===== src/source/controlPkg.sv =====
package controlPkg;

    typedef logic [5:0] opcodeT;
    typedef logic [5:0] functT;
    typedef logic [4:0] shamtT;

    // fields the control unit needs from the instruction register
    typedef struct packed {
        opcodeT opcode;
        functT  funct;
        shamtT  shamt;
    } instrFields;

    typedef struct packed {
        logic zero;
        logic overflow;
    } aluFlags;

    // encodings follow the datapath ALU and shifter
    typedef enum logic [2:0] {
        ALU_LOAD = 3'd0,
        ALU_ADD  = 3'd1,
        ALU_SUB  = 3'd2,
        ALU_AND  = 3'd3,
        ALU_XOR  = 3'd6
    } aluOpT;

    typedef enum logic [2:0] {
        SHIFT_NOP    = 3'd0,
        SHIFT_LOADIN = 3'd1,
        SHIFT_LEFT   = 3'd2,
        SHIFT_LRIGHT = 3'd3,
        SHIFT_ARIGHT = 3'd4
    } shiftOpT;

    typedef enum logic [3:0] {
        REG_ALU, SHIFT, IMM_ALU, LOAD, STORE, LUI, BRANCH, JUMP, JUMP_REG, ILLEGAL
    } instrClassT;

    typedef struct packed {
        instrClassT instrClass;
        aluOpT      aluOp;
        shiftOpT    shiftOp;
        logic       shiftByRegister;  // sllv, srav
        logic       trapsOnOverflow;  // add, sub, addi
        logic       linkJump;         // jal
        logic       branchOnEqual;    // beq, else bne
    } decodedInstr;

    typedef enum logic [3:0] {
        FETCH, DECODE, EXECUTE, WRITE_BACK, MEM_ADDRESS, MEM_READ, MEM_WRITE,
        LOAD_UPPER, BRANCH_RESOLVE, JUMP_TARGET, JUMP_REGISTER,
        EPC_SAVE, VECTOR_READ, TRAP_JUMP
    } stateT;

    typedef logic [3:0] selT;

    localparam selT PC_FROM_ALU     = 4'd0;
    localparam selT PC_FROM_BRANCH  = 4'd1;
    localparam selT PC_FROM_JUMP    = 4'd2;
    localparam selT PC_FROM_TRAP    = 4'd3;

    localparam selT ADDR_PC         = 4'd0;
    localparam selT ADDR_ALUOUT     = 4'd1;
    localparam selT ADDR_VECTOR     = 4'd2; // exception vector slot

    localparam selT WB_ALU          = 4'd0;
    localparam selT WB_MDR          = 4'd1;
    localparam selT WB_UPPER        = 4'd2;
    localparam selT WB_SHIFTER      = 4'd3;
    localparam selT WB_PC           = 4'd4;

    localparam selT DST_RT          = 4'd0;
    localparam selT DST_RD          = 4'd1;
    localparam selT DST_LINK        = 4'd2; // $31

    localparam selT A_PC            = 4'd0;
    localparam selT A_REG           = 4'd1;

    localparam selT B_REG           = 4'd0;
    localparam selT B_FOUR          = 4'd1;
    localparam selT B_IMM           = 4'd2;
    localparam selT B_BRANCH_OFFSET = 4'd3;

    typedef logic causeT;

    localparam causeT CAUSE_ILLEGAL  = 1'b0;
    localparam causeT CAUSE_OVERFLOW = 1'b1;

    typedef struct packed {
        logic    pcWrite;
        logic    memWrite;
        logic    irWrite;
        logic    regWrite;
        logic    aWrite;
        logic    bWrite;
        logic    aluOutWrite;
        logic    mdrWrite;
        logic    epcWrite;
        selT     iorD;
        selT     pcSource;
        selT     aluSrcA;
        selT     aluSrcB;
        selT     memToReg;
        selT     regDst;
        aluOpT   aluOp;
        shiftOpT shiftOp;
        logic    shiftByRegister;
    } controlWord;

    typedef struct packed {
        logic  causeWrite;
        causeT intCause;
        causeT treatSrc;
    } trapControl;

endpackage


===== src/source/opcodeDecoder.sv =====
`timescale 1ns/1ps

module opcodeDecoder (
    input  controlPkg::instrFields  instr,
    output controlPkg::decodedInstr decoded
);

    always_comb begin
        decoded = '{
            instrClass: controlPkg::ILLEGAL,
            aluOp:      controlPkg::ALU_LOAD,
            shiftOp:    controlPkg::SHIFT_NOP,
            default:    1'b0
        };

        case (instr.opcode)
            6'h00: begin // R-type sorted out by funct
                case (instr.funct)
                    6'h20, 6'h21, 6'h22, 6'h23, 6'h24, 6'h26: begin
                        decoded.instrClass = controlPkg::REG_ALU;
                        case (instr.funct)
                            6'h20, 6'h21: decoded.aluOp = controlPkg::ALU_ADD;
                            6'h22, 6'h23: decoded.aluOp = controlPkg::ALU_SUB;
                            6'h24:        decoded.aluOp = controlPkg::ALU_AND;
                            default:      decoded.aluOp = controlPkg::ALU_XOR;
                        endcase
                        // only the signed forms trap
                        decoded.trapsOnOverflow = (instr.funct == 6'h20) || (instr.funct == 6'h22);
                    end
                    6'h00, 6'h04, 6'h03, 6'h07, 6'h02: begin
                        decoded.instrClass = controlPkg::SHIFT;
                        case (instr.funct)
                            6'h00, 6'h04: decoded.shiftOp = controlPkg::SHIFT_LEFT;
                            6'h03, 6'h07: decoded.shiftOp = controlPkg::SHIFT_ARIGHT;
                            default:      decoded.shiftOp = controlPkg::SHIFT_LRIGHT;
                        endcase
                        decoded.shiftByRegister = instr.funct[2]; // sllv, srav
                    end
                    6'h08: decoded.instrClass = controlPkg::JUMP_REG;
                    default: decoded.instrClass = controlPkg::ILLEGAL;
                endcase
            end
            6'h08, 6'h09, 6'h0c, 6'h0e: begin
                decoded.instrClass = controlPkg::IMM_ALU;
                case (instr.opcode)
                    6'h0c:   decoded.aluOp = controlPkg::ALU_AND;
                    6'h0e:   decoded.aluOp = controlPkg::ALU_XOR;
                    default: decoded.aluOp = controlPkg::ALU_ADD;
                endcase
                decoded.trapsOnOverflow = (instr.opcode == 6'h08); // addi
            end
            6'h23: begin
                decoded.instrClass = controlPkg::LOAD;
                decoded.aluOp = controlPkg::ALU_ADD; // base + offset
            end
            6'h2b: begin
                decoded.instrClass = controlPkg::STORE;
                decoded.aluOp = controlPkg::ALU_ADD;
            end
            6'h0f: decoded.instrClass = controlPkg::LUI;
            6'h04, 6'h05: begin
                decoded.instrClass = controlPkg::BRANCH;
                decoded.aluOp = controlPkg::ALU_SUB; // zero flag compares rs, rt
                decoded.branchOnEqual = !instr.opcode[0];
            end
            6'h02, 6'h03: begin
                decoded.instrClass = controlPkg::JUMP;
                decoded.linkJump = instr.opcode[0]; // jal
            end
            default: decoded.instrClass = controlPkg::ILLEGAL;
        endcase
    end

endmodule


===== src/source/controlSequencer.sv =====
`timescale 1ns/1ps

module controlSequencer #(
    parameter int memWaitCycles = 2
) (
    input  logic                    clock,
    input  logic                    reset,
    input  controlPkg::decodedInstr decoded,
    input  controlPkg::aluFlags     flags,
    output controlPkg::stateT       state,
    output logic                    lastWait,
    output controlPkg::trapControl  trap
);

    localparam int countWidth = (memWaitCycles > 0) ? $clog2(memWaitCycles + 1) : 1;
    localparam logic [countWidth-1:0] lastCount = countWidth'(memWaitCycles);

    controlPkg::stateT nextState;
    logic [countWidth-1:0] waitCount;   // shared by every memory wait
    controlPkg::causeT pendingCause;
    logic waiting;
    logic decodeTrap;
    logic overflowTrap;

    assign waiting = (state == controlPkg::FETCH) || (state == controlPkg::MEM_READ) ||
                     (state == controlPkg::VECTOR_READ);
    assign lastWait = waiting && (waitCount == lastCount);

    assign decodeTrap = (state == controlPkg::DECODE) &&
                        (decoded.instrClass == controlPkg::ILLEGAL);
    assign overflowTrap = (state == controlPkg::EXECUTE) && flags.overflow &&
                          decoded.trapsOnOverflow;

    always_comb begin
        trap.causeWrite = decodeTrap || overflowTrap;
        trap.intCause = overflowTrap ? controlPkg::CAUSE_OVERFLOW : controlPkg::CAUSE_ILLEGAL;
        // vector select only matters while jumping to the handler
        trap.treatSrc = (state == controlPkg::TRAP_JUMP) ? pendingCause
                                                         : controlPkg::CAUSE_ILLEGAL;
    end

    always_comb begin
        nextState = controlPkg::FETCH;
        case (state)
            controlPkg::FETCH:
                nextState = lastWait ? controlPkg::DECODE : controlPkg::FETCH;
            controlPkg::DECODE: begin
                case (decoded.instrClass)
                    controlPkg::REG_ALU,
                    controlPkg::SHIFT,
                    controlPkg::IMM_ALU:  nextState = controlPkg::EXECUTE;
                    controlPkg::LOAD,
                    controlPkg::STORE:    nextState = controlPkg::MEM_ADDRESS;
                    controlPkg::LUI:      nextState = controlPkg::LOAD_UPPER;
                    controlPkg::BRANCH:   nextState = controlPkg::BRANCH_RESOLVE;
                    controlPkg::JUMP:     nextState = controlPkg::JUMP_TARGET;
                    controlPkg::JUMP_REG: nextState = controlPkg::JUMP_REGISTER;
                    default:              nextState = controlPkg::EPC_SAVE;
                endcase
            end
            controlPkg::EXECUTE:
                nextState = overflowTrap ? controlPkg::EPC_SAVE : controlPkg::WRITE_BACK;
            controlPkg::MEM_ADDRESS:
                nextState = (decoded.instrClass == controlPkg::LOAD) ? controlPkg::MEM_READ
                                                                     : controlPkg::MEM_WRITE;
            controlPkg::MEM_READ:
                nextState = lastWait ? controlPkg::FETCH : controlPkg::MEM_READ;
            controlPkg::EPC_SAVE:
                nextState = controlPkg::VECTOR_READ;
            controlPkg::VECTOR_READ:
                nextState = lastWait ? controlPkg::TRAP_JUMP : controlPkg::VECTOR_READ;
            default:
                nextState = controlPkg::FETCH; // single cycle states
        endcase
    end

    always_ff @(posedge clock or posedge reset) begin
        if (reset) begin
            state <= controlPkg::FETCH;
            waitCount <= '0;
            pendingCause <= controlPkg::CAUSE_ILLEGAL;
        end else begin
            state <= nextState;
            if (waiting && !lastWait)
                waitCount <= waitCount + 1'b1;
            else
                waitCount <= '0;
            if (trap.causeWrite)
                pendingCause <= trap.intCause;
        end
    end

    counterInRange: assert property (@(posedge clock) disable iff (reset)
        waitCount <= lastCount);

    // cause is recorded only on decode or execute, and the EPC save follows at once
    trapEntry: assert property (@(posedge clock) disable iff (reset)
        trap.causeWrite |->
            (state inside {controlPkg::DECODE, controlPkg::EXECUTE})
            ##1 (state == controlPkg::EPC_SAVE));

endmodule


===== src/source/controlWordGen.sv =====
`timescale 1ns/1ps

module controlWordGen (
    input  controlPkg::stateT       state,
    input  logic                    lastWait,
    input  controlPkg::decodedInstr decoded,
    input  controlPkg::aluFlags     flags,
    output controlPkg::controlWord  control
);

    // nothing written and PC + 4 on the ALU
    localparam controlPkg::controlWord idleWord = '{
        iorD:            controlPkg::ADDR_PC,
        pcSource:        controlPkg::PC_FROM_ALU,
        aluSrcA:         controlPkg::A_PC,
        aluSrcB:         controlPkg::B_FOUR,
        memToReg:        controlPkg::WB_ALU,
        regDst:          controlPkg::DST_RT,
        aluOp:           controlPkg::ALU_LOAD,
        shiftOp:         controlPkg::SHIFT_NOP,
        default:         1'b0
    };

    logic branchTaken;

    assign branchTaken = (flags.zero == decoded.branchOnEqual);

    always_comb begin
        control = idleWord;
        case (state)
            controlPkg::FETCH: begin
                control.aluOp = controlPkg::ALU_ADD;
                control.pcWrite = lastWait;
                control.irWrite = lastWait; // instruction ready on the last wait
            end
            controlPkg::DECODE: begin
                control.aWrite = 1'b1;
                control.bWrite = 1'b1;
                control.aluOutWrite = 1'b1; // branch target
                control.aluSrcB = controlPkg::B_BRANCH_OFFSET;
                control.aluOp = controlPkg::ALU_ADD;
                control.shiftOp = controlPkg::SHIFT_LOADIN;
            end
            controlPkg::EXECUTE: begin
                control.aluOutWrite = 1'b1;
                control.aluSrcA = controlPkg::A_REG;
                control.aluSrcB = (decoded.instrClass == controlPkg::IMM_ALU) ? controlPkg::B_IMM
                                                                               : controlPkg::B_REG;
                control.aluOp = decoded.aluOp;
                control.shiftOp = decoded.shiftOp;
                control.shiftByRegister = decoded.shiftByRegister;
            end
            controlPkg::WRITE_BACK: begin
                control.regWrite = 1'b1;
                control.regDst = (decoded.instrClass == controlPkg::IMM_ALU) ? controlPkg::DST_RT
                                                                              : controlPkg::DST_RD;
                control.memToReg = (decoded.instrClass == controlPkg::SHIFT)
                                   ? controlPkg::WB_SHIFTER : controlPkg::WB_ALU;
            end
            controlPkg::MEM_ADDRESS: begin
                control.aluOutWrite = 1'b1;
                control.aluSrcA = controlPkg::A_REG;
                control.aluSrcB = controlPkg::B_IMM;
                control.aluOp = decoded.aluOp;
            end
            controlPkg::MEM_READ: begin
                control.iorD = controlPkg::ADDR_ALUOUT;
                control.mdrWrite = 1'b1;
                control.regWrite = lastWait;
                control.memToReg = controlPkg::WB_MDR;
            end
            controlPkg::MEM_WRITE: begin
                control.iorD = controlPkg::ADDR_ALUOUT;
                control.memWrite = 1'b1;
            end
            controlPkg::LOAD_UPPER: begin
                control.regWrite = 1'b1;
                control.memToReg = controlPkg::WB_UPPER;
            end
            controlPkg::BRANCH_RESOLVE: begin
                control.aluSrcA = controlPkg::A_REG;
                control.aluSrcB = controlPkg::B_REG;
                control.aluOp = decoded.aluOp;
                control.pcWrite = branchTaken;
                control.pcSource = branchTaken ? controlPkg::PC_FROM_BRANCH
                                               : controlPkg::PC_FROM_ALU;
            end
            controlPkg::JUMP_TARGET: begin
                control.pcWrite = 1'b1;
                control.pcSource = controlPkg::PC_FROM_JUMP;
                if (decoded.linkJump) begin
                    control.regWrite = 1'b1;
                    control.regDst = controlPkg::DST_LINK;
                    control.memToReg = controlPkg::WB_PC;
                end
            end
            controlPkg::JUMP_REGISTER: begin
                control.pcWrite = 1'b1;
                control.aluSrcA = controlPkg::A_REG; // rs straight through
            end
            controlPkg::EPC_SAVE: begin
                control.epcWrite = 1'b1;
                control.aluOp = controlPkg::ALU_SUB; // back to the faulting PC
            end
            controlPkg::VECTOR_READ: begin
                control.iorD = controlPkg::ADDR_VECTOR;
                control.mdrWrite = 1'b1;
            end
            controlPkg::TRAP_JUMP: begin
                control.pcWrite = 1'b1;
                control.pcSource = controlPkg::PC_FROM_TRAP;
            end
            default: control = idleWord;
        endcase
    end

    always_comb begin
        noMemRegClash: assert final (!(control.memWrite && control.regWrite));
        fetchMovesPc: assert final (!control.irWrite || control.pcWrite);
    end

endmodule


===== src/source/controlUnit.sv =====
`timescale 1ns/1ps

module controlUnit #(
    parameter int memWaitCycles = 2
) (
    input  logic                   clock,
    input  logic                   reset,
    input  controlPkg::instrFields instr,
    input  controlPkg::aluFlags    flags,
    output controlPkg::controlWord control,
    output controlPkg::trapControl trap
);

    controlPkg::decodedInstr decoded;
    controlPkg::stateT state;
    logic lastWait;

    opcodeDecoder decoder (
        .instr   (instr),
        .decoded (decoded)
    );

    controlSequencer #(
        .memWaitCycles (memWaitCycles)
    ) sequencer (
        .clock    (clock),
        .reset    (reset),
        .decoded  (decoded),
        .flags    (flags),
        .state    (state),
        .lastWait (lastWait),
        .trap     (trap)
    );

    controlWordGen wordGen (
        .state    (state),
        .lastWait (lastWait),
        .decoded  (decoded),
        .flags    (flags),
        .control  (control)
    );

endmodule


===== config.mk =====
export PLATFORM = sky130hd
export DESIGN_NAME = controlUnit
export DESIGN_NICKNAME = d
export VERILOG_FILES = /design/src/source/controlPkg.sv /design/src/source/opcodeDecoder.sv /design/src/source/controlSequencer.sv /design/src/source/controlWordGen.sv /design/src/source/controlUnit.sv
export SDC_FILE = /design/constraint.sdc
export NUM_CORES = 1
export LEC_CHECK = 0
export ABC_AREA = 1
export BUFFER_PORTS_ARGS = -buffer_cell sky130_fd_sc_hd__clkbuf_2
export CAP_MARGIN = 30
export CORE_MARGIN = 2
export CORE_UTILIZATION = 45
export CTS_CLUSTER_SIZE = 25
export DETAILED_ROUTE_END_ITERATION = 12
export GPL_TIMING_DRIVEN = 1
export MAX_ROUTING_LAYER = met4
export PLACE_DENSITY = 0.8
export SYNTH_ARGS = -nofsm -noshare
export SYNTH_HDL_FRONTEND = slang
export SYNTH_SLANG_ARGS = --single-unit

===== constraint.sdc =====
create_clock -name clock -period 1.75 [get_ports clock]
set_input_delay 0.175 -clock clock [delete_from_list [all_inputs] [get_ports clock]]
set_output_delay 0.175 -clock clock [all_outputs]
set_load 0.01 [all_outputs]

### After elaboration in Yosys (flattened, before gate mapping)

Memories as Yosys holds them, arrays and structs flattened.
Cells that the tools add are included.

* register bits after elaboration: 7
* ROM bits: 64
* input port bits: 21
* output and inout port bits: 43
* logic and storage cells: 123
* memories: 1

Memory list
* (name not given): words 16, width 4, read ports 1, clocked after Yosys merged registers in 0, write ports 0, RTL line controlSequencer.sv:48 `case (decoded.instrClass)`

* add/sub/neg operators: 1
* equality and inequality tests: 41
* multiplexer cells: 45
* reduce and logical (&&, ||, !) cells: 32

Operator list (count)
* case mux 4 bit (7 select lines): 2
* equality test 6 bit, second input constant: 8
* equality test 6 x 4 -> 1 bit, second input constant: 6
* case mux 4 bit (4 select lines): 2
* equality test 4 bit, second input constant: 7
* equality test 6 x 2 -> 1 bit, second input constant: 4
* equality test 6 x 3 -> 1 bit, second input constant: 4
* case mux 4 bit (3 select lines): 2
* OR reduction 2 bit: 11
* case mux 3 bit (2 select lines): 3
* case mux 3 bit (3 select lines): 2
* two-way mux 1 bit: 17
* equality test 4 x 2 -> 1 bit, second input constant: 4
* equality test 4 x 3 -> 1 bit, second input constant: 4
* zero test 6 bit: 2
* two-way mux 4 bit: 3
* case mux 3 bit (4 select lines): 1
* two-way mux 2 bit: 5
* OR reduction 3 bit: 3
* equality test 4 x 1 -> 1 bit, second input constant: 2
* case mux 4 bit (2 select lines): 1
* OR reduction 4 bit: 2
* two-way mux 7 bit: 1
* two-way mux 3 bit: 2
* other kinds (12): 21

### Longest topological paths before layout

* depth in word-level cells: 7
* mapped depth: 12
* depth with buffers taken out: 12

### Modules after synthesis

From an unflattened synthesis, not the netlist that was laid out.

* cells, all modules: 257
* area total of the unflattened synthesis: 1362.6 µm²

By module, submodules not included
* controlSequencer: times used 1, cells each 76, area an instance 508.0 µm², sequential area each 175.2 µm²
* controlWordGen: times used 1, cells each 95, area an instance 452.9 µm², sequential area each 0.0 µm²
* opcodeDecoder: times used 1, cells each 86, area an instance 401.6 µm², sequential area each 0.0 µm²

### Worst setup path before layout

Ideal clock, no wire load.

* path kind: register to output
* start: register sequencer.state[1]
* end: output control[36] (netlist name)
* arrival: 1.379 ns
* data required time: 1.575 ns
* slack: 0.196 ns
* cell stages (with the launch flop): 5
* buffers on the path: 0
* cell sequence: dfrtp_1 > nor2_2 > inv_1 > nor4_1 > or2_2

RTL lines
* from (decl): RTL line controlSequencer.sv:10 `output controlPkg::stateT state,`
* from (signal assigned): RTL line controlSequencer.sv:79 `state <= controlPkg::FETCH;`
* from (signal assigned): RTL line controlSequencer.sv:83 `state <= nextState;`
* to (decl): RTL line controlUnit.sv:10 `output controlPkg::controlWord control,`

==> impl_summary.md <==
Floorplan
The vertical extent of the die is approximately 56 um. In this run the core area contains 18 standard-cell rows. The die width is 55.7 um. The floorplan step defined a die boundary enclosing just over 3000 sq um. For this design the top-level I/O count stands at 64. The core region is 2500 sq um. Once the floorplan was initialized, standard cells occupied 48.0% of the core.

Timing
The count of final hold-check violations came to 0. Final hold analysis gives a worst-case slack of 230 ps. The setup slack of the critical path after layout is -26.6 ps. The clock skew is 9.21 ps.

Setup repair after global routing could not meet its margin everywhere. Static timing analysis puts the maximum clock frequency at 563 MHz. The count of final max-slew check failures came to 0. The final setup TNS is -53.9 ps.

After layout, the minimum clock period comes to 1780 ps. The final critical path takes up 102% of the cycle. Setup violations remaining at the end of the flow were counted as 5.

Logic synthesis
Yosys printed 0 warnings. Summed over all instances, the cell type with the most area after synthesis is sky130_fd_sc_hd__dfrtp_1. The synthesized design contains 0 enable-type register cells.

The synthesized area per cell is 5.75 sq um. Counting flops and latches in the post-synthesis netlist gives 7. Synthesis produced 209 cells.

The share of Yosys cell area claimed by the top area cell type is 14.6%. Yosys attributes the largest share of cell area to sky130_fd_sc_hd__dfrtp_1 (15%), sky130_fd_sc_hd__nor2_1 (12%), sky130_fd_sc_hd__inv_1 (11%), sky130_fd_sc_hd__nand2_1 (10%), sky130_fd_sc_hd__buf_4 (8.8%). The register area share after synthesis is 14.6%. Of all flip-flops after synthesis, the portion carrying an async set or reset was 100%. The count of distinct cell types in the synthesized netlist is 30. Summing the areas of all fa, ha and maj instances in the mapped netlist gives under 10% of the synthesized area.

The synthesized netlist devotes 52.3% of its cell area to simple gates. In this run the cell area of the synthesized design comes to 1200 sq um. The main flop type after synthesis is sky130_fd_sc_hd__dfrtp_1.

The combinational family with the most area after synthesis is simple AND/OR/NAND/NOR gates. The XOR/XNOR share of the synthesized area is 0%. Summing the areas of all compound-gate instances in the mapped netlist gives 10.4% of the synthesized area.

After synthesis, the share of cell area in mux cells is 0%.

Place
At the end of routability-driven placement, the weighted congestion stood at 0.900. The count of port buffers added during placement is 46. Summed over all nets, the half-perimeter wirelength after detailed placement is 2660 um. The placed instances occupy a cell area of ~1500 sq um.

Worst setup path
The maximum net fanout on the critical path is 5. The worst reg-to-reg setup slack is 410 ps. The startpoint identified for the worst register-to-register timing path is sequencer.state[1]. The critical path capture point type is an output port. The data arrival time at the worst-slack endpoint is 1600 ps.

The logic depth of the worst register-to-register path is 7. The slowest stage of the critical path is the sky130_fd_sc_hd__dfrtp_2 cell. In this design, the critical path's most frequently occurring cell is sky130_fd_sc_hd__inv_2.

The kind of start point of the critical path is a register. Traced cell by cell, the critical path runs through inv_2 > nor2_2 > inv_2 > nor2_4 > inv_2 > nor2_2 > inv_1 > o21ai_1 > buf_2. The delay of the slowest cell on the worst path is 430 ps. The path type of the worst setup path is reg2out. The worst flop-to-flop path endpoint is sequencer.state[0]. STA puts the critical path data required time at 1570 ps.

Routing
For this block, the via count after detailed routing is approximately 1600. For this block, the initial DRC count from the detailed router was 55. The routed wire length is 3580 um.

The via count normalized by instance count is 5.18. The per-cell routed wire length is about 12 um. After detailed routing, the number of remaining DRC violations is 0. The first detailed-routing pass ran for 4 iterations. The count of nets left with antenna violations once routing finished came out at 0.

Min path
The hold path depth is 3. The tightest min-delay check is of the in2reg type. The beginning of the worst hold path is flags[0]. The worst-case hold path end point is sequencer.pendingCause.

GRT
The total track usage is 21.2%. The largest net degree at the start of global routing is 10. The first global-routing pass estimated 5360 um of wire. The via count of the first global-routing pass is 1276.

The global-route congestion overflow total is 0. The initial antenna violation count is 0.

Job
Max-cap violations in this run came to 0.

Final layout
The final design instance area without fill is between 1500 and 2000 sq um. The share of the core filled with cells in the final layout is roughly two thirds. The number of antenna diodes in the final layout is 0.

The net count reported at finish is 297. The area added between synthesis and finish is 40.0%. The area used by multi-input combinational logic is 908 sq um. Summing all flip-flop and latch instances after layout gives 179 sq um. In the layout the commonest cells are sky130_fd_sc_hd__clkbuf_2 (40), sky130_fd_sc_hd__nand2_1 (33), sky130_fd_sc_hd__inv_1 (27), sky130_fd_sc_hd__nor2_1 (27), sky130_fd_sc_hd__nand3_1 (16). The ratio of cells with drive above 1 in the final layout is 42.3%.

The library cell used most frequently in the layout, excluding fill and tap cells, is sky130_fd_sc_hd__clkbuf_2. The count of fill cells added during filler insertion is 234.

Clock tree
The maximum clock insertion buffer count is 2. CTS built an H-tree with a depth of 1. The number of sinks handled by clock tree synthesis is 7. The clock tree from TritonCTS is done. The number of buffers created by CTS is 3. The clock latency of the later-clocked register in the worst-skew pair is 250 ps. CTS placed an instance of sky130_fd_sc_hd__clkbuf_4 at the clock tree root. The clock-pin slew on the worst setup and hold paths is about 60 ps.

Outcome
The final reports fail on setup timing. The flow ran to the end, but the final reports show violations.

Power and ir drop
The standby leakage power is 0.961 nW. The worst-case IR drop observed on VDD is 0.779 mV. The cell area power density is 1140 nW/um^2.
cell families (layout without fill, tap and decap cells):
logic type                 count (synthesis)  in the layout
other                                      1             12
buffers and inverters                     54            107
AOI/OAI and AO/OA                         21             21
and+or+nand+nor                          125            126
adders and majority gates                  1              1
DFF                                        7              7
critical path, delay by kind of cell (launching register included):
family | cells | cell delay, ps
AOI/OAI and AO/OA | 1 | 120
buffers and inverters | 5 | 400
DFF | 1 | 430
and+or+nand+nor | 3 | 400
report_power, final:
| group | switching (mW) | internal, mW |
|---|---|---|
| Sequential | 0.0750 | 0.225 |
| Clock | 0.0602 | 0.0870 |
| Combinational | 0.861 | 0.617 |
layer usage:
metal | GRT usage (%) | up-vias | share of wire (%)
li1 | - | 782 | -
met1 | 27.3 | 713 | 41
met2 | 35.9 | 73 | 50
met3 | 2.33 | 6 | 7.5
met4 | 4.18 | 0 | 1.1
met5 | - | - | 0
Yosys cell counts, types with 2 or more instances:
master and number:
sky130_fd_sc_hd__a21oi_1 2, sky130_fd_sc_hd__buf_4 14, sky130_fd_sc_hd__dfrtp_1 7, sky130_fd_sc_hd__inv_1 36, sky130_fd_sc_hd__inv_2 3, sky130_fd_sc_hd__nand2_1 33
sky130_fd_sc_hd__nand2_2 3, sky130_fd_sc_hd__nand2_4 2, sky130_fd_sc_hd__nand3_1 16, sky130_fd_sc_hd__nand3_2 3, sky130_fd_sc_hd__nand4_1 11, sky130_fd_sc_hd__nor2_1 37
sky130_fd_sc_hd__nor2_2 7, sky130_fd_sc_hd__nor2_4 3, sky130_fd_sc_hd__nor3_1 3, sky130_fd_sc_hd__nor3_2 2, sky130_fd_sc_hd__nor4_1 2, sky130_fd_sc_hd__o211ai_1 2
sky130_fd_sc_hd__o21ai_0 5, sky130_fd_sc_hd__o21ai_1 4, sky130_fd_sc_hd__o22ai_1 4, sky130_fd_sc_hd__or2_2 2
registers in the layout, indices dropped and copies added, names as in the netlist:
register and flops:
sequencer.pendingCause 1, sequencer.state 4, sequencer.waitCount 2
how the worst max path moves through the flow:
stage	cells past startpoint	startpoint	end	slack, ps
floorplan	4	sequencer.state[1]	control[36]	200
global placement	7	sequencer.state[3]	control[4]	120
detailed placement	11	instr[13]	control[12]	100
CTS	9	sequencer.state[1]	control[1]	-20
global route	8	sequencer.state[2]	control[0]	-120
finish	9	sequencer.state[1]	control[1]	-30
area by class of cell:
type	instances	area share, %
clock buffers	4	1.56
inverters	40	9.15
multi-input cells	160	54.0
flip-flops and latches	7	10.6
well taps	30	2.23
repair buffers	63	22.4
stage by stage:
step | setup slack, ps | std cells | power (mW)
CTS | -20.5 | 295 | 1.64
floorplan | 196 | 220 | 0.984
finish | -26.6 | 304 | 1.93
detailed placement | 97.8 | 288 | 1.36
global route | -122 | 304 | 2.07
global placement | 125 | 288 | 1.35
timing repair:
action / CTS / global route
hold buffers: 1 / 0
gates cloned: 0 / 1
resized for setup: 14 / 28
pin swaps: 3 / 12
endpoints found under the hold margin: 7 / 0
setup buffers: 2 / 8
setup endpoints to repair: 13 / 20
Note: power is estimated with default switching activity, not from simulation.
